### config.mk
export PLATFORM = sky130hd
export DESIGN_NAME = dccm_credit_counter
export DESIGN_NICKNAME = d
export VERILOG_FILES = /design/src/hdl/dccm_pkg.sv /design/src/hdl/dccm_credit_counter.sv
export SDC_FILE = /design/constraint.sdc
export NUM_CORES = 1
export LEC_CHECK = 0
export BUFFER_PORTS_ARGS = -buffer_cell sky130_fd_sc_hd__buf_2
export CAP_MARGIN = 10
export CORE_AREA = 2 2 39 41
export CTS_BUF_LIST = sky130_fd_sc_hd__clkbuf_4 sky130_fd_sc_hd__clkbuf_8
export CTS_CLUSTER_SIZE = 25
export DETAILED_ROUTE_END_ITERATION = 16
export DIE_AREA = 0 0 41 43
export GPL_ROUTABILITY_DRIVEN = 0
export PLACE_DENSITY = 0.3
export SLEW_MARGIN = 20
export SYNTH_ARGS = -nofsm -noshare
export SYNTH_HDL_FRONTEND = slang
export SYNTH_SLANG_ARGS = --single-unit
### constraint.sdc
create_clock -name cptra_ss_mcu0_el2_mem_export -period 1.2 [get_ports cptra_ss_mcu0_el2_mem_export]
set_input_delay 0.12 -clock cptra_ss_mcu0_el2_mem_export [delete_from_list [all_inputs] [get_ports cptra_ss_mcu0_el2_mem_export]]
set_output_delay 0.12 -clock cptra_ss_mcu0_el2_mem_export [all_outputs]
set_load 0.01 [all_outputs]
### src/hdl/dccm_pkg.sv
/*
 * Shared sizes, widths and types for the banked DCCM.
 * Every DCCM module and the testbench pull this in with a wildcard import.
 * A stored word is 39 bits, the 7-bit check field sitting above 32 data bits.
 */

package dccm_pkg;

    //////////////////////////////////////////////////////////////////////
    // sizes
    //////////////////////////////////////////////////////////////////////
    localparam int num_banks   = 8;
    localparam int bank_depth  = 64;      // words per bank
    localparam int data_width  = 32;
    localparam int ecc_width   = 7;
    localparam int word_width  = data_width + ecc_width;
    localparam int req_credits = 4;       // request queue depth
    localparam int rsp_credits = 2;       // response credits held after reset

    //////////////////////////////////////////////////////////////////////
    // plain vector types
    //////////////////////////////////////////////////////////////////////
    typedef logic [$clog2(num_banks)-1:0]  bank_sel_t;
    typedef logic [$clog2(bank_depth)-1:0] bank_index_t;

    // bank in the low bits, index above
    typedef logic [$bits(bank_index_t)+$bits(bank_sel_t)-1:0] dccm_addr_t;

    typedef logic [data_width-1:0] dccm_data_t;
    typedef logic [ecc_width-1:0]  dccm_ecc_t;
    typedef logic [word_width-1:0] dccm_word_t;    // {ecc, data}
    typedef logic [5:0]            flip_pos_t;     // 0 .. word_width-1

    // queue bookkeeping
    typedef logic [$clog2(req_credits)-1:0]   req_ptr_t;
    typedef logic [$clog2(req_credits+1)-1:0] req_cnt_t;
    typedef logic [$clog2(rsp_credits+1)-1:0] rsp_cnt_t;

    typedef enum logic [1:0] {
        inject_off    = 2'd0,
        inject_single = 2'd1,
        inject_double = 2'd2
    } inject_mode_t;

    //////////////////////////////////////////////////////////////////////
    // channel payloads
    //////////////////////////////////////////////////////////////////////
    typedef struct packed {
        logic       wr;      // 1 = write, 0 = read
        dccm_addr_t addr;
        dccm_data_t data;
        dccm_ecc_t  ecc;
    } dccm_req_t;

    typedef struct packed {
        dccm_data_t data;
        dccm_ecc_t  ecc;
    } dccm_rsp_t;

endpackage
### src/hdl/dccm_credit_counter.sv
/*
 * Response credit count for the DCCM.
 * Starts at rsp_credits, goes down per issued read, up per returned credit.
 * credit_avail tells the request queue that a read may be dispatched.
 */
`timescale 1ns/1ps

module dccm_credit_counter import dccm_pkg::*; (
    input  logic cptra_ss_mcu0_el2_mem_export,
    input  logic rst,
    input  logic rd_issue,
    input  logic rsp_credit,
    output logic credit_avail
);

    rsp_cnt_t credit_cnt;

    assign credit_avail = (credit_cnt != '0);

    always_ff @(posedge cptra_ss_mcu0_el2_mem_export) begin
        if (rst) begin
            credit_cnt <= rsp_cnt_t'(rsp_credits);
        end else if (rd_issue && !rsp_credit) begin
            credit_cnt <= credit_cnt - rsp_cnt_t'(1);
        end else if (rsp_credit && !rd_issue) begin
            credit_cnt <= credit_cnt + rsp_cnt_t'(1);
        end
        // both at once leaves the count alone
    end

    // queue only issues reads against a held credit
    a_no_underflow: assert property (
        @(posedge cptra_ss_mcu0_el2_mem_export) disable iff (rst)
        rd_issue |-> credit_cnt != '0
    ) else $error("read issued with no response credit");

    // consumer returns no more than it was given
    a_no_overflow: assert property (
        @(posedge cptra_ss_mcu0_el2_mem_export) disable iff (rst)
        (rsp_credit && !rd_issue) |-> credit_cnt < rsp_cnt_t'(rsp_credits)
    ) else $error("response credit count above rsp_credits");

endmodule

==> metrics <==
Largest Register credit_cnt; largest registers credit_cnt: 2 flops; Leakage 0.0727 nW; post-synthesis sequential area ratio 0.390; pwr dens 1680 nW/um^2; fmax 945 MHz; #FFs+latches synth 2; WS Path Type flop to flop; Worst path slowest cell or3b_1; Vias/cell 2.74; Post-synth EDFFs 0; Die Y 43 um; Clock Latency Late Sink 0.22 ns; Max clock buf depth 2; RSZ-0062 raised after global routing no; Synth top area share 0.390; Synth-to-Final Area Change 61.0%; slowest cell delay on critical path 0.34 ns; headroom to the max-slew limit 0.874; clk sinks 2; Die Span X 41 um; setup ws final 0.141 ns; CTS Buf Count 3; Worst Setup End Kind flop; non-filler instance count after layout 34; CTS root buf clkbuf_4; Yosys top cell by area dfxtp_1; Slew Viols, Final 0; Ys Warns 0; syn_area_per_cell 9.33 um^2; Hold Fails Final Rpt 0; Post-CTS Resized 0; final setup vio count 0; Final #Nets 25; Worst-path clk slew 0.03 ns; WP data arrival 1.16 ns; Hold Path Class input pin to flop; largest net degree at the start of global routing 4; most frequent cell after synthesis dfxtp_1; number of buffers added for setup after CTS 0; drt total wl 229 um; CTS tree built; Global Route Usage Sum 0.0430; Worst EP required 1.30 ns; top post-synthesis cells by area dfxtp_1, ha_1, or3b_1; WL per Instance 6.74 um; measured slew at the worst slew-check pin 0.187 ns; Mapped Cells 11; placed cell areas 143 um^2; Clock H-tree levels 1; post-synthesis cell type count 10; commonest register cell after synthesis dfxtp_1; maxcap violations 0; Post-synth ARST share 0; Final ANT Viol Nets 0; Clock Skew 0.00107 ns; DR pass1 iterations 1; Port Buffer Count 4; Worst Setup Start Kind flop; Final Cell Area 165 um^2; IO Pins 5; syn nets 16; Tcrit/Tclk final 0.882; Post-CTS Hold Fix Bufs 0; Rows 14; post-layout min period 1.06 ns; Initial Utilization 0.0741; max FFs per register 2; Hold Startpoint rst; setup TNS 0 ns; CP Launch Point credit_cnt[0]$_SDFFE_PP0P_; DRT iter0 DRCs 0; layout cell share with drive strength beyond 1 0.389; die footprint 1760 um^2; dpl ws 0.0614 ns; Critical Path Fanout Max 3; first-pass GRT wire length 414 um; status complete, no violations; n_diodes 0; cell area after synthesis 103 um^2; drc violations 0; Worst R2R Start credit_cnt[0]$_SDFFE_PP0P_; Cells after DPL 31; Cell Chain, Critical Path xnor2_1 -> nor3_1 -> or3b_1; vias 93; initial antenna violation count 0; core area 1380 um^2; Max VDD drop 0.000226 V; grt total ovfl 0; vias in the first global route 119
==> logic make-up after synthesis <==
group,after synthesis,synth area share
XOR/XNOR,2,0.171
adder cells (fa/ha/maj),1,0.122
AND/OR/NAND/NOR,4,0.232
AO/OA/AOI/OAI,1,0.0487
buffers and inverters,1,0.0366
flip-flops,2,0.390
==> path summary, 6_finish.rpt <==
| kind | end | slack, ns | cells past startpoint |
|---|---|---|---|
| setup / recovery | credit_cnt[1]$_SDFFE_PP1P_ | 0.14 | 3 |
| hold / removal | credit_cnt[0]$_SDFFE_PP0P_ | 0.07 | 2 |
| setup reg to reg | credit_cnt[1]$_SDFFE_PP1P_ | 0.14 | 3 |
| hold reg to reg | credit_cnt[1]$_SDFFE_PP1P_ | 0.56 | 2 |
==> layout by cell type (no fill, tap or decap), drive strengths merged <==
master	synthesis	routed
xnor2	1	1
dfxtp	2	2
nor2	1	1
inv	1	1
or2	1	1
nor3	1	1
clkbuf	0	3
xor2	1	1
buf	0	4
ha	1	1
o21ai	1	1
or3b	1	1
==> report_power, final <==
group,leakage (nW),total (W),internal [W],switching (W)
clock network,0.0138,0.000146,0.000110,0.0000360
logic,0.0423,0.0000455,0.0000251,0.0000204
registers,0.0166,0.0000851,0.0000771,0.00000795
total,0.0727,0.000277,0.000212,0.0000644
==> critical path: cells and delay by family (launching register included) <==
kind,cells,cell delay (ns)
AND/OR/NAND/NOR,2,0.40
flip-flops,1,0.32
XOR/XNOR,1,0.21
==> final cells by class <==
cell class                      instances  area, um^2
Clock buffer                            3        22.5
Fill cell                             158        1220
Inverter                                1        3.75
Multi-Input combinational cell          8        58.8
Sequential cell                         2        40.0
Tap cell                               16        20.0
Timing Repair Buffer                    4        20.0
==> per-stage QoR <==
step	hold WS [ns]	util	total power (W)
after floorplan	0.192	-	0.000117
after global placement	0.292	0.103	0.000130
after detailed placement	0.300	0.103	0.000132
after CTS	0.0634	0.119	0.000288
after global routing	0.0727	0.119	0.000304
final	0.0697	0.119	0.000277
==> routing by layer <==
metal | global-route usage | share of wire | vias up
met5 | 0 | 0 | -
met4 | 0.0800 | 0 | 0
met3 | 0.0366 | 0.13 | 0
met2 | 0.0375 | 0.38 | 5
met1 | 0.0382 | 0.49 | 37
li1 | - | - | 51
No activity file was read; power rests on OpenSTA's default activity.
