<file path="src/hdl/dccm_pkg.sv">
/*
 * Shared sizes, widths and types for the banked DCCM.
 * Every DCCM module and the testbench pull this in with a wildcard import.
 * A stored word is 39 bits, the 7-bit check field sitting above 32 data bits.
 */

package dccm_pkg;

    //////////////////////////////////////////////////////////////////////
    // sizes
    //////////////////////////////////////////////////////////////////////
    localparam int num_banks   = 8;
    localparam int bank_depth  = 64;      // words per bank
    localparam int data_width  = 32;
    localparam int ecc_width   = 7;
    localparam int word_width  = data_width + ecc_width;
    localparam int req_credits = 4;       // request queue depth
    localparam int rsp_credits = 2;       // response credits held after reset

    //////////////////////////////////////////////////////////////////////
    // plain vector types
    //////////////////////////////////////////////////////////////////////
    typedef logic [$clog2(num_banks)-1:0]  bank_sel_t;
    typedef logic [$clog2(bank_depth)-1:0] bank_index_t;

    // bank in the low bits, index above
    typedef logic [$bits(bank_index_t)+$bits(bank_sel_t)-1:0] dccm_addr_t;

    typedef logic [data_width-1:0] dccm_data_t;
    typedef logic [ecc_width-1:0]  dccm_ecc_t;
    typedef logic [word_width-1:0] dccm_word_t;    // {ecc, data}
    typedef logic [5:0]            flip_pos_t;     // 0 .. word_width-1

    // queue bookkeeping
    typedef logic [$clog2(req_credits)-1:0]   req_ptr_t;
    typedef logic [$clog2(req_credits+1)-1:0] req_cnt_t;
    typedef logic [$clog2(rsp_credits+1)-1:0] rsp_cnt_t;

    typedef enum logic [1:0] {
        inject_off    = 2'd0,
        inject_single = 2'd1,
        inject_double = 2'd2
    } inject_mode_t;

    //////////////////////////////////////////////////////////////////////
    // channel payloads
    //////////////////////////////////////////////////////////////////////
    typedef struct packed {
        logic       wr;      // 1 = write, 0 = read
        dccm_addr_t addr;
        dccm_data_t data;
        dccm_ecc_t  ecc;
    } dccm_req_t;

    typedef struct packed {
        dccm_data_t data;
        dccm_ecc_t  ecc;
    } dccm_rsp_t;

endpackage
</file>
<file path="src/hdl/dccm_error_inject.sv">
/*
 * Deterministic write-error injector for the DCCM.
 * Packs {ecc, data} into the stored word and, while injection is on,
 * corrupts every second dispatched write. The flipped bit walks 0..38.
 */
`timescale 1ns/1ps

module dccm_error_inject import dccm_pkg::*; (
    input  logic         cptra_ss_mcu0_el2_mem_export,
    input  logic         rst,
    input  inject_mode_t inject_mode,
    input  logic         disp_valid,
    input  dccm_req_t    disp_req,
    output dccm_word_t   wr_word
);

    logic       wr_parity;    // high on every second write since reset
    flip_pos_t  flip_pos;
    flip_pos_t  next_pos;
    logic       is_wr;
    logic       corrupt;
    dccm_word_t flip_mask;

    assign is_wr = disp_valid && disp_req.wr;

    // next bit up, wrapping from the top check bit to data bit 0
    assign next_pos = (flip_pos == flip_pos_t'(word_width - 1)) ? '0
                                                                : flip_pos + flip_pos_t'(1);

    //////////////////////////////////////////////////////////////////////
    // mask build
    //////////////////////////////////////////////////////////////////////
    always_comb begin
        flip_mask = '0;
        if (is_wr && wr_parity) begin
            case (inject_mode)
                inject_single: begin
                    flip_mask[flip_pos] = 1'b1;
                end
                inject_double: begin
                    flip_mask[flip_pos] = 1'b1;
                    flip_mask[next_pos] = 1'b1;    // adjacent pair
                end
                default: begin
                    flip_mask = '0;    // off
                end
            endcase
        end
    end

    assign corrupt = (flip_mask != '0);
    assign wr_word = {disp_req.ecc, disp_req.data} ^ flip_mask;

    //////////////////////////////////////////////////////////////////////
    // write parity and flip position
    //////////////////////////////////////////////////////////////////////
    always_ff @(posedge cptra_ss_mcu0_el2_mem_export) begin
        if (rst) begin
            wr_parity <= 1'b0;
            flip_pos  <= '0;
        end else if (is_wr) begin
            wr_parity <= ~wr_parity;    // counts writes in any mode
            if (corrupt) begin
                flip_pos <= next_pos;
            end
        end
    end

    a_flip_pos_range: assert property (
        @(posedge cptra_ss_mcu0_el2_mem_export) disable iff (rst)
        flip_pos < flip_pos_t'(word_width)
    ) else $error("flip position outside the stored word");

endmodule

</file>
<file path="config.mk">
export PLATFORM = sky130hd
export DESIGN_NAME = dccm_error_inject
export DESIGN_NICKNAME = d
export VERILOG_FILES = /design/src/hdl/dccm_pkg.sv /design/src/hdl/dccm_error_inject.sv
export SDC_FILE = /design/constraint.sdc
export NUM_CORES = 1
export LEC_CHECK = 0
export BUFFER_PORTS_ARGS = -buffer_cell sky130_fd_sc_hd__buf_2
export CAP_MARGIN = 20
export CORE_MARGIN = 10
export CORE_UTILIZATION = 25
export DETAILED_ROUTE_END_ITERATION = 8
export PLACE_DENSITY = 0.49
export REMOVE_ABC_BUFFERS = 1
export SETUP_SLACK_MARGIN = 0.15
export SYNTH_ARGS = -nofsm -noshare
export SYNTH_HDL_FRONTEND = slang
export SYNTH_SLANG_ARGS = --single-unit
export TNS_END_PERCENT = 5
</file>
<file path="constraint.sdc">
create_clock -name cptra_ss_mcu0_el2_mem_export -period 3.4 [get_ports cptra_ss_mcu0_el2_mem_export]
set_input_delay 0 -clock cptra_ss_mcu0_el2_mem_export [delete_from_list [all_inputs] [get_ports cptra_ss_mcu0_el2_mem_export]]
set_output_delay 0 -clock cptra_ss_mcu0_el2_mem_export [all_outputs]
set_load 0.02 [all_outputs]
</file>
==> metrics.md <==
| Metric | Value |
|---|---|
| DR pass1 iterations | `4` |
| Port Buffer Count | `83` |
| Total power | `0.000458 W` |
| CP Capture Type | `flop` |
| Pins over their slew limit | `0` |
| Synth cell types | `70` |
| Worst Path Required | `3.53 ns` |
| Worst path cell trace | `buf_4 > nand3_1 > a22oi_2 > nor4_1 > o21ai_2 > o2111ai_1 > or4_1 > buf_4 > o41ai_1` |
| Vias per inst | `5.38` |
| HP Class | `input port to flop` |
| Clock Tree Buf Depth | `2` |
| Period minus WS final | `about 3 ns` |
| Post-Syn Area per Cell | `6.85 µm²` |
| Status | `finished, final reports clean` |
| Startpoint Class | `flop` |
| Antenna Nets Post-Route | `0` |
| # setup viols final | `0` |
| Most frequent cells in the layout | `buf_2, nor2_1, buf_4` |
| Max cap viols | `0` |
| H-tree depth | `1` |
| Postcts setup bufs | `0` |
| Cts repair resizes | `0` |
| Post-synth EDFFs | `0` |
| Final hold vios | `0` |
| Slowest cell on crit path | `or4_1` |
| Inserted Clock Buffers | `3` |
| Core Region | `8850 µm²` |
| Largest net degree at the start of global routing | `30` |
| Critical path class | `flop to flop` |
| Post-Syn Area | `2300 µm²` |
| Final setup margin | `0.370 ns` |
| Max incr delay on CP | `0.67 ns` |
| Leakage power total | `1.23 nW` |
| GP Congestion | `0.917` |
| Ys flop type | `dfxtp_1` |
| Layout area overhead | `32.3%` |
| Seq cells post-synth | `7` |
| Die H | `116 µm` |
| Arrival time at the worst endpoint | `~3.2 ns` |
| Fmax | `approximately 0.33 GHz` |
| Rows | `34` |
| Remaining DRCs | `0` |
| Fraction of registers with async set/reset | `0` |
| Most frequent cell on the critical path | `buf_4` |
| Post-synthesis cell count | `335` |
| Leading cell type in the layout, fill and taps excluded | `buf_2` |
| Peak supply drop | `90.0 µV` |
| Drt wl/cell | `~18 µm` |
| First-pass GRT wire length | `between 15,000 and 20,000 µm` |
| Top delay family on crit path | `simple AND/OR/NAND/NOR gates` |
| PD cells | `between 150 and 200 nW/µm²` |
| Boundary pin count | `slightly above 90` |
| Hold Buf Count CTS | `0` |
| Starting Density | `0.259` |
| Worst-path clk slew | `0.04 ns` |
| RSZ-0062 raised after global routing | `no` |
| Clk Latency, worst-skew pair | `around 0.23 ns` |
| Tot GR Track Use | `0.137` |
| Slew headroom | `0.443` |
| Crit share post-route | `0.891` |
| Post-synthesis sequential area ratio | `0.0610` |
| Ant diodes | `0` |
| Buf+Inv Stages, Crit Path | `2` |
| Routed wire length | `between 9000 and 10,000 µm` |
| Fin nets | `493` |
| Die area | `between 10,000 and 15,000 µm²` |
| Initial antenna violation count | `0` |
| Clk sinks | `7` |
| Via Count | `2,918` |
| Worst slack at placement | `0.259 ns` |
| Remaining Overflow, GRT | `0` |
| Worst-margin pin slew | `0.833 ns` |
| CP max FO | `29` |
| CTS root buf | `clkbuf_8` |
| DRT iter0 DRCs | `241` |
| Clk_skew | `0.00305 ns` |
| Dpl hpwl | `7980 µm` |
| Share of cells above drive strength 1 | `0.350` |
| Vias in the first global route | `2,832` |
| CTS tree | `done` |
| Die X | `116 µm` |
| Synth warn | `0` |
registers in the layout, summed over array words and instances (netlist names):
register and cells:
flip_pos 6, wr_parity 1
kinds of logic (layout without fill, tap and decap cells):
family                     Yosys count  count (layout)  synth area share
AOI/OAI and AO/OA                  100             100             0.314
adders and majority gates            4               4            0.0218
muxes                                1               1           0.00436
DFF                                  7               7            0.0610
and+or+nand+nor                    151             151             0.367
buffers and inverters               32             131            0.0790
xor gates and xnor gates            40              40             0.153
per-stage QoR:
step / area [µm²] / instances / hold slack, ns / TNS, ns / utilization
2_1_floorplan: 2140 / 310 / 0.0691 / -0.187 / -
3_3_place_gp: 2970 / 538 / 0.287 / 0 / 0.336
3_5_place_dp: 2970 / 538 / 0.288 / 0 / 0.336
4_1_cts: 3020 / 542 / 0.0696 / 0 / 0.341
5_1_grt: 3040 / 542 / 0.0859 / 0 / 0.343
6_report: 3040 / 542 / 0.0658 / 0 / 0.343
layout make-up:
class | instances | area (µm²)
sequential | 7 | 143
clock buffer | 4 | 45.0
inverter | 7 | 26.3
multi-input combinational | 296 | 1990
tap | 108 | 135
timing repair buffer | 120 | 693
fill | 981 | 5810
Yosys cell counts (2+ instances only):
cell type | number | area [µm²]
o21ai_0 | 12 | 60.1
nand2_1 | 30 | 113
or3_1 | 4 | 25.0
o21ai_2 | 2 | 17.5
or2_2 | 2 | 12.5
or3b_2 | 3 | 26.3
a211oi_1 | 3 | 22.5
a32oi_1 | 3 | 26.3
nand3_1 | 14 | 70.1
nor2b_1 | 4 | 25.0
nor4_1 | 4 | 25.0
o32ai_1 | 4 | 35.0
o2111ai_1 | 2 | 17.5
xnor2_1 | 16 | 140
nor3_1 | 13 | 65.1
nand4_1 | 3 | 18.8
nor2_1 | 39 | 146
nand3b_1 | 3 | 22.5
a211o_1 | 2 | 17.5
buf_6 | 3 | 33.8
or4_1 | 2 | 15.0
nor3b_1 | 4 | 30.0
o31ai_1 | 2 | 15.0
buf_4 | 6 | 45.0
a21oi_2 | 2 | 17.5
a31oi_1 | 2 | 12.5
buf_2 | 12 | 60.1
ha_1 | 4 | 50.1
clkbuf_1 | 3 | 11.3
inv_1 | 5 | 18.8
a21o_1 | 2 | 15.0
a21oi_1 | 14 | 70.1
nand2b_1 | 3 | 18.8
and2_1 | 8 | 50.1
a22oi_2 | 2 | 25.0
and3b_1 | 2 | 17.5
o21ai_1 | 4 | 20.0
dfxtp_1 | 7 | 140
and3_1 | 2 | 12.5
o22ai_1 | 13 | 81.3
a22oi_1 | 18 | 135
xor2_1 | 24 | 210
final timing paths:
kind,to,cells past startpoint,from,slack [ns]
max,flip_pos[0],9,flip_pos[0],0.37
min,flip_pos[3],2,rst,0.07
max reg2reg,flip_pos[0],9,flip_pos[0],0.37
min reg2reg,wr_parity,2,wr_parity,0.54
routing by layer:
metal	wire length, µm	vias up	share of wire	GRT usage
li1	-	1439	-	-
met1	4190	1355	0.43	0.179
met2	4640	114	0.48	0.231
met3	769	10	0.079	0.0186
met4	134	0	0.014	0.0350
met5	0	-	0	0
worst register-to-register path, delay by kind of cell (launching register included):
family	cells	cell delay (ns)
and+or+nand+nor	3	1.08
AOI/OAI and AO/OA	4	0.95
buffers and inverters	2	0.55
DFF	1	0.35
where the power goes:
part | internal [W] | switching, W | leakage, nW
logic | 0.000103 | 0.000146 | 1.15
clock network | 0.0000810 | 0.0000350 | 0.0228
registers | 0.0000859 | 0.00000762 | 0.0578
No activity file was read; power rests on OpenSTA's default activity.
