File: config.mk
export PLATFORM = sky130hd
export DESIGN_NAME = dccm_req_fifo
export DESIGN_NICKNAME = d
export VERILOG_FILES = /design/src/hdl/dccm_pkg.sv /design/src/hdl/dccm_req_fifo.sv
export SDC_FILE = /design/constraint.sdc
export NUM_CORES = 1
export LEC_CHECK = 0
export ABC_AREA = 1
export BUFFER_PORTS_ARGS = -buffer_cell sky130_fd_sc_hd__buf_2
export CAP_MARGIN = 20
export CORE_MARGIN = 10
export CORE_UTILIZATION = 62
export DETAILED_ROUTE_END_ITERATION = 8
export HOLD_SLACK_MARGIN = 0.1
export MAX_ROUTING_LAYER = met4
export PLACE_DENSITY = 0.84
export SYNTH_ARGS = -nofsm -noshare
export SYNTH_HDL_FRONTEND = slang
export SYNTH_SLANG_ARGS = --single-unit
export TNS_END_PERCENT = 50
File: constraint.sdc
create_clock -name cptra_ss_mcu0_el2_mem_export -period 9.47 [get_ports cptra_ss_mcu0_el2_mem_export]
set_clock_uncertainty 0.2 [all_clocks]
set_input_delay 1.894 -clock cptra_ss_mcu0_el2_mem_export [delete_from_list [all_inputs] [get_ports cptra_ss_mcu0_el2_mem_export]]
set_output_delay 1.894 -clock cptra_ss_mcu0_el2_mem_export [all_outputs]
set_load 0.01 [all_outputs]
File: src/hdl/dccm_pkg.sv
/*
 * Shared sizes, widths and types for the banked DCCM.
 * Every DCCM module and the testbench pull this in with a wildcard import.
 * A stored word is 39 bits, the 7-bit check field sitting above 32 data bits.
 */

package dccm_pkg;

    //////////////////////////////////////////////////////////////////////
    // sizes
    //////////////////////////////////////////////////////////////////////
    localparam int num_banks   = 8;
    localparam int bank_depth  = 64;      // words per bank
    localparam int data_width  = 32;
    localparam int ecc_width   = 7;
    localparam int word_width  = data_width + ecc_width;
    localparam int req_credits = 4;       // request queue depth
    localparam int rsp_credits = 2;       // response credits held after reset

    //////////////////////////////////////////////////////////////////////
    // plain vector types
    //////////////////////////////////////////////////////////////////////
    typedef logic [$clog2(num_banks)-1:0]  bank_sel_t;
    typedef logic [$clog2(bank_depth)-1:0] bank_index_t;

    // bank in the low bits, index above
    typedef logic [$bits(bank_index_t)+$bits(bank_sel_t)-1:0] dccm_addr_t;

    typedef logic [data_width-1:0] dccm_data_t;
    typedef logic [ecc_width-1:0]  dccm_ecc_t;
    typedef logic [word_width-1:0] dccm_word_t;    // {ecc, data}
    typedef logic [5:0]            flip_pos_t;     // 0 .. word_width-1

    // queue bookkeeping
    typedef logic [$clog2(req_credits)-1:0]   req_ptr_t;
    typedef logic [$clog2(req_credits+1)-1:0] req_cnt_t;
    typedef logic [$clog2(rsp_credits+1)-1:0] rsp_cnt_t;

    typedef enum logic [1:0] {
        inject_off    = 2'd0,
        inject_single = 2'd1,
        inject_double = 2'd2
    } inject_mode_t;

    //////////////////////////////////////////////////////////////////////
    // channel payloads
    //////////////////////////////////////////////////////////////////////
    typedef struct packed {
        logic       wr;      // 1 = write, 0 = read
        dccm_addr_t addr;
        dccm_data_t data;
        dccm_ecc_t  ecc;
    } dccm_req_t;

    typedef struct packed {
        dccm_data_t data;
        dccm_ecc_t  ecc;
    } dccm_rsp_t;

endpackage
File: src/hdl/dccm_req_fifo.sv
/*
 * In-order request queue in front of the DCCM banks.
 * Holds up to req_credits requests and hands the head out combinationally.
 * Writes leave at once; reads wait for a response credit.
 * One req_credit pulse goes back to the sender per dispatched request.
 */
`timescale 1ns/1ps

module dccm_req_fifo import dccm_pkg::*; (
    input  logic      cptra_ss_mcu0_el2_mem_export,
    input  logic      rst,
    input  logic      req_valid,
    input  dccm_req_t req,
    input  logic      credit_avail,
    output logic      disp_valid,
    output dccm_req_t disp_req,
    output logic      rd_issue,
    output logic      req_credit
);

    dccm_req_t q_mem [req_credits];
    req_ptr_t  wr_ptr;
    req_ptr_t  rd_ptr;
    req_cnt_t  count;
    logic      empty;
    logic      full;
    logic      push;
    logic      pop;

    assign empty = (count == '0);
    assign full  = (count == req_cnt_t'(req_credits));
    assign push  = req_valid && !full;    // sender should never hit full

    //////////////////////////////////////////////////////////////////////
    // head dispatch
    //////////////////////////////////////////////////////////////////////
    assign disp_req   = q_mem[rd_ptr];
    // a read head stalls everything behind it until a credit shows up
    assign disp_valid = !empty && (disp_req.wr || credit_avail);
    assign pop        = disp_valid;
    assign rd_issue   = disp_valid && !disp_req.wr;
    assign req_credit = pop;              // one credit back per dispatch

    //////////////////////////////////////////////////////////////////////
    // storage and pointers
    //////////////////////////////////////////////////////////////////////
    always_ff @(posedge cptra_ss_mcu0_el2_mem_export) begin
        if (push) begin
            q_mem[wr_ptr] <= req;
        end
    end

    always_ff @(posedge cptra_ss_mcu0_el2_mem_export) begin
        if (rst) begin
            wr_ptr <= '0;
            rd_ptr <= '0;
            count  <= '0;
        end else begin
            if (push) begin
                wr_ptr <= (wr_ptr == req_ptr_t'(req_credits - 1)) ? '0
                                                                 : wr_ptr + req_ptr_t'(1);
            end
            if (pop) begin
                rd_ptr <= (rd_ptr == req_ptr_t'(req_credits - 1)) ? '0
                                                                 : rd_ptr + req_ptr_t'(1);
            end
            case ({push, pop})
                2'b10:   count <= count + req_cnt_t'(1);
                2'b01:   count <= count - req_cnt_t'(1);
                default: count <= count;    // idle, or push and pop together
            endcase
        end
    end

    // sender keeps to its credits, so the queue is never pushed when full
    a_no_push_when_full: assert property (
        @(posedge cptra_ss_mcu0_el2_mem_export) disable iff (rst)
        req_valid |-> !full
    ) else $error("request pushed into full queue");

endmodule

==> results.py, run 1 <==
metrics = {
    "critical_path": {
        "startpoint_type": "flop",
        "worstPathArrival_ns": 2.91,
        "criticalPathCategory": "flop to output pin",
        "cp_data_required_time_ns": 7.38,
        "end_kind": "output pin",
        "critPathMaxFanout": 50,
    },
    "route": {
        "top_layer": "met4",
        "ant_nets": 0,
        "wl_met1_um": 6550,
        "drc": 0,
        "vias": 4767,
        "initialDrtViolationCount": 418,
        "drtPass1Iterations": 4,
        "wl_met2_um": 8790,
        "wl_met3_um": 1040,
        "viasPerCell": 5.76,
        "wl_um": 16600,
        "routedWlPerCell_um": 20.1,
    },
    "clock_tree": {
        "hold_buffers": 0,
        "cts-buffers-inserted": 20,
        "clk_latency_ns": 0.48,
        "clk_pin_slew_ns": 0.06,
        "cts-htree-levels": 1,
        "post_cts_resized": 0,
        "cts_root_buf": "clkbuf_16",
        "cts_setup_buffers": 0,
        "cts_tree": "done",
        "cts_buffer_depth": 3,
        "clkSinkCount": 205,
    },
    "layout": {
        "area_delta_synth_final_pct": 13.4,
        "postLayoutCellArea_um2": 9520,
        "drive_gt1_share_pct": 35.4,
        "layout.nets": 699,
        "stdcell_count": 827,
        "post-route-util_pct": 71.9,
    },
    "floorplanning": {
        "num_rows": 42,
        "die_y_um": 136,
        "die_area_um2": 18600,
        "core_area_um2": 13200,
        "io_pins": 105,
        "start_util_pct": 63.4,
        "chipWidth_um": 136,
    },
    "grt": {
        "grt_overflow_total": 0,
        "first_global_vias": 5142,
        "grt_pass1_wl_um": 25700,
        "grt_usage_pct": 18.0,
        "grt_max_degree": 100,
        "antenna_found_initial": 1,
    },
    "place": {
        "hpwl_um": 9530,
        "dpl_cell_area_um2": 8950,
        "gp_congestion": 0.737,
        "place_ws_ns": 4.90,
        "dp_cells": 793,
        "io_buffers": 104,
    },
    "yosys": {
        "ys_ff_latch": 205,
        "syn_avg_cell_area_um2": 15.5,
        "yosysWarnings": 0,
        "synth_seq_area_share_pct": 72.3,
        "syn_area_um2": 8400,
        "syn_nets": 601,
        "ys_types": 27,
        "syn_inst": 541,
    },
    "power": {
        "power.density_nw_per_um2": 289,
        "irDropWorstVdd_mv": 0.248,
        "leakage_nw": 3.30,
        "power_mw": 2.75,
    },
    "sta": {
        "fin_ws_ns": 4.47,
        "tns_ns": 0,
        "slew_headroom_pct": 32.8,
        "timing.hold.ws_ns": 0.324,
        "period_share_pct": 52.8,
        "final_max_slew_viol_count": 0,
        "hold_viol": 0,
        "max_freq_mhz": 200,
        "tightest_slew_ns": 1.01,
        "min_period_ns": 5.00,
        "rsz0062_at_grt": "false",
        "setup_viol": 0,
    },
    "outcome": {
        "status": "completed",
    },
    "min_path": {
        "min_path_type": "flop to flop",
    },
    "run": {
        "cap_violations": 0,
    },
}
## synth_stat cells (all sizes together)
library cell / n / area [um^2]
a21boi: 1 / 11.3
a21oi: 8 / 40.0
nor2: 105 / 694
a211oi: 1 / 7.51
or2: 1 / 6.26
buf: 24 / 225
ha: 6 / 75.1
o22ai: 48 / 551
nand2: 12 / 67.6
edfxtp: 196 / 5890
clkbuf: 8 / 30.0
inv: 17 / 71.3
nand3: 4 / 30.0
dfxtp: 9 / 180
fa: 1 / 20.0
o21ai: 100 / 500
## path summary, 6_finish.rpt
path / to / cells past startpoint / slack (ns) / startpoint
setup / recovery: rd_issue / 7 / 4.47 / flop
hold / removal: count[2] / 2 / 0.32 / count[2]
setup reg to reg: count[2] / 11 / 5.70 / flop
hold reg to reg: count[2] / 2 / 0.32 / count[2]
## cells by family after synthesis
kind of cell	count (synthesis)	synth area share, %
adder cells (fa/ha/maj)	7	1.13
buffers and inverters	49	3.89
AO/OA/AOI/OAI	158	13.2
AND/OR/NAND/NOR	122	9.51
flip-flops	205	72.3
## worst max-delay path: stages (launching register included)
cell and delay [ns]:
dfxtp_2 0.97, inv_2 0.64, nand3_2 0.28, nand2_4 0.09, a21boi_2 0.18, nand2_1 0.07
inv_1 0.05, buf_2 0.12
## sequential cells by signal, summed over array words and instances (netlist names), named ones only
name,cells
count,3
wr_ptr,2
rd_ptr,2
q_mem,196
## power by group
| group | switching [mW] | leakage [nW] | internal, mW |
|---|---|---|---|
| clock | 0.303 | 0.286 | 0.400 |
| sequential | 0.0996 | 1.87 | 1.10 |
| combinational | 0.537 | 1.14 | 0.313 |
| total | 0.940 | 3.30 | 1.81 |
## layer usage
metal  global-route usage [%]  up-vias
met2                     31.5      152
met4                     4.44        0
met3                     3.47       25
met1                     21.0     2382
li1                         -     2208
met5                        -        -
## cell type report
class,count,area (um^2)
Fill cell,890,3720
Antenna cell,1,2.50
Multi-Input combinational cell,287,2030
Clock buffer,24,537
Timing Repair Buffer,108,551
Tap cell,176,220
Clock inverter,9,38.8
Inverter,17,71.3
Sequential cell,205,6070
## layout by cell type, fill, tap and decap left out, drive strengths merged
| cell | n |
|---|---|
| a211oi | 1 |
| a21boi | 1 |
| a21oi | 8 |
| buf | 108 |
| clkbuf | 24 |
| clkinv | 9 |
| dfxtp | 9 |
| diode | 1 |
| edfxtp | 196 |
| fa | 1 |
| ha | 6 |
| inv | 17 |
| nand2 | 12 |
| nand3 | 4 |
| nor2 | 105 |
| o21ai | 100 |
| o22ai | 48 |
| or2 | 1 |
Note: power is estimated with default switching activity, not from simulation.
==> run 2: changes to the inputs <==
Settings changed: CORE_UTILIZATION 62 to 58, PLACE_DENSITY 0.84 to 0.8.
Clock period 9.47 ns to 5.2 ns, I/O delays scaled along.
==> run 2 against run 1 <==
  * Power grew 94%
  * Cell count grew 1.2%
  * Sequential power grew 78%
  * First-iteration DRC count grew 33%
  * Critical path type unchanged
  * Routed wire length grew 0.41%
  * Via count is essentially flat
  * Sequential cell count is the same
  * Highest routed layer unchanged
  * Register-to-register slack lost 3.9 ns
  * Final area grew 2.0%
  * Largest cell class unchanged
==> results.py, run 2 (synthesized netlist as in run 1, its figures left out) <==
metrics = {
    "grt": {
        "antenna_found_initial": 1,
        "grt_max_degree": 100,
        "grt_overflow_total": 0,
        "grt_pass1_wl_um": 25700,
        "first_global_vias": 4971,
        "grt_usage_pct": 16.5,
    },
    "clock_tree": {
        "post_cts_resized": 0,
        "cts_setup_buffers": 0,
        "clk_pin_slew_ns": 0.06,
        "cts_tree": "done",
        "cts_root_buf": "clkbuf_16",
        "clk_latency_ns": 0.47,
        "clkSinkCount": 205,
        "hold_buffers": 0,
        "cts-buffers-inserted": 21,
        "cts-htree-levels": 1,
        "cts_buffer_depth": 3,
    },
    "floorplanning": {
        "num_rows": 43,
        "die_area_um2": 19700,
        "io_pins": 105,
        "chipWidth_um": 140,
        "core_area_um2": 14000,
        "start_util_pct": 59.8,
        "die_y_um": 140,
    },
    "power": {
        "irDropWorstVdd_mv": 0.362,
        "leakage_nw": 3.38,
        "power_mw": 5.33,
        "power.density_nw_per_um2": 549,
    },
    "critical_path": {
        "startpoint_type": "flop",
        "r2r_slack_ns": 1.77,
        "end_kind": "output pin",
        "worstPathArrival_ns": 2.78,
        "criticalPathCategory": "flop to output pin",
        "critPathMaxFanout": 99,
        "cp_data_required_time_ns": 3.96,
    },
    "sta": {
        "max_freq_mhz": 249,
        "hold_viol": 0,
        "period_share_pct": 77.3,
        "slew_headroom_pct": 31.3,
        "setup_viol": 0,
        "final_max_slew_viol_count": 0,
        "timing.hold.ws_ns": 0.297,
        "tightest_slew_ns": 1.03,
        "rsz0062_at_grt": "false",
        "tns_ns": 0,
        "min_period_ns": 4.02,
        "fin_ws_ns": 1.18,
    },
    "place": {
        "gp_congestion": 0.727,
        "dp_cells": 798,
        "place_ws_ns": 1.67,
        "dpl_cell_area_um2": 8960,
        "hpwl_um": 9960,
        "io_buffers": 104,
    },
    "layout": {
        "postLayoutCellArea_um2": 9710,
        "stdcell_count": 837,
        "mostFrequentLayoutCell": "edfxtp_1",
        "largest_reg_flops": 196,
        "drive_gt1_share_pct": 36.2,
        "mostFrequentLayoutCells": "edfxtp_1 (196), buf_2 (104), o21ai_0 (98), nor2_1 (61), nor2_4 (44)",
        "top_regs": "q_mem: 196 flops, count: 3 flops",
        "area_delta_synth_final_pct": 15.7,
        "post-route-util_pct": 69.2,
        "top_register": "q_mem",
        "layout.nets": 701,
    },
    "min_path": {
        "min_path_type": "flop to flop",
    },
    "route": {
        "initialDrtViolationCount": 555,
        "drtPass1Iterations": 4,
        "routedWlPerCell_um": 20.0,
        "viasPerCell": 5.70,
        "drc": 0,
        "ant_nets": 0,
        "wl_um": 16700,
        "vias": 4769,
    },
    "outcome": {
        "status": "completed",
    },
    "run": {
        "cap_violations": 0,
    },
}
run 2: changes by cell type in the layout (fill, tap and decap cells not counted), sizes merged:
cell    before  now
clkbuf      24   28
bufinv       0    5
buf        108  109
diode        1    2
inv         17   18
clkinv       9    3
run 2: path summary, 6_finish.rpt:
kind,startpoint,endpoint,cells after the start
worst max-delay path,flop,rd_issue,8
worst min-delay path,count[2],count[2],2
worst min register to register,count[2],count[2],2
worst max register to register,flop,count[2],12
run 2: final cells by class:
cell class                      instances  area, um^2
Inverter                               17        71.3
Antenna cell                            2        5.00
Tap cell                              180         225
Timing Repair Buffer                  109         558
Fill cell                             898        4330
Sequential cell                       205        6070
Multi-Input combinational cell        287        2030
Clock inverter                          9         175
Clock buffer                           28         572
run 2: where the power goes:
part           total [mW]  switching, mW  internal [mW]
registers            2.13          0.133           2.00
logic                1.60           1.03          0.572
clock network        1.60          0.575           1.02
run 2: routing by layer:
layer  share of wire, %  track usage [%]
met1                 41             19.4
met2                 51             27.8
met3                6.0             3.89
met4                2.0             4.73
met5                  0                -
run 2: worst max-delay path, cell delays in order (launching register included):
cell and delay, ns:
dfxtp_4 1.00, inv_8 0.53, nand2_2 0.18, nand3_2 0.09, nand2_4 0.15, a21boi_2 0.08
nand2_1 0.06, inv_1 0.03, buf_2 0.13
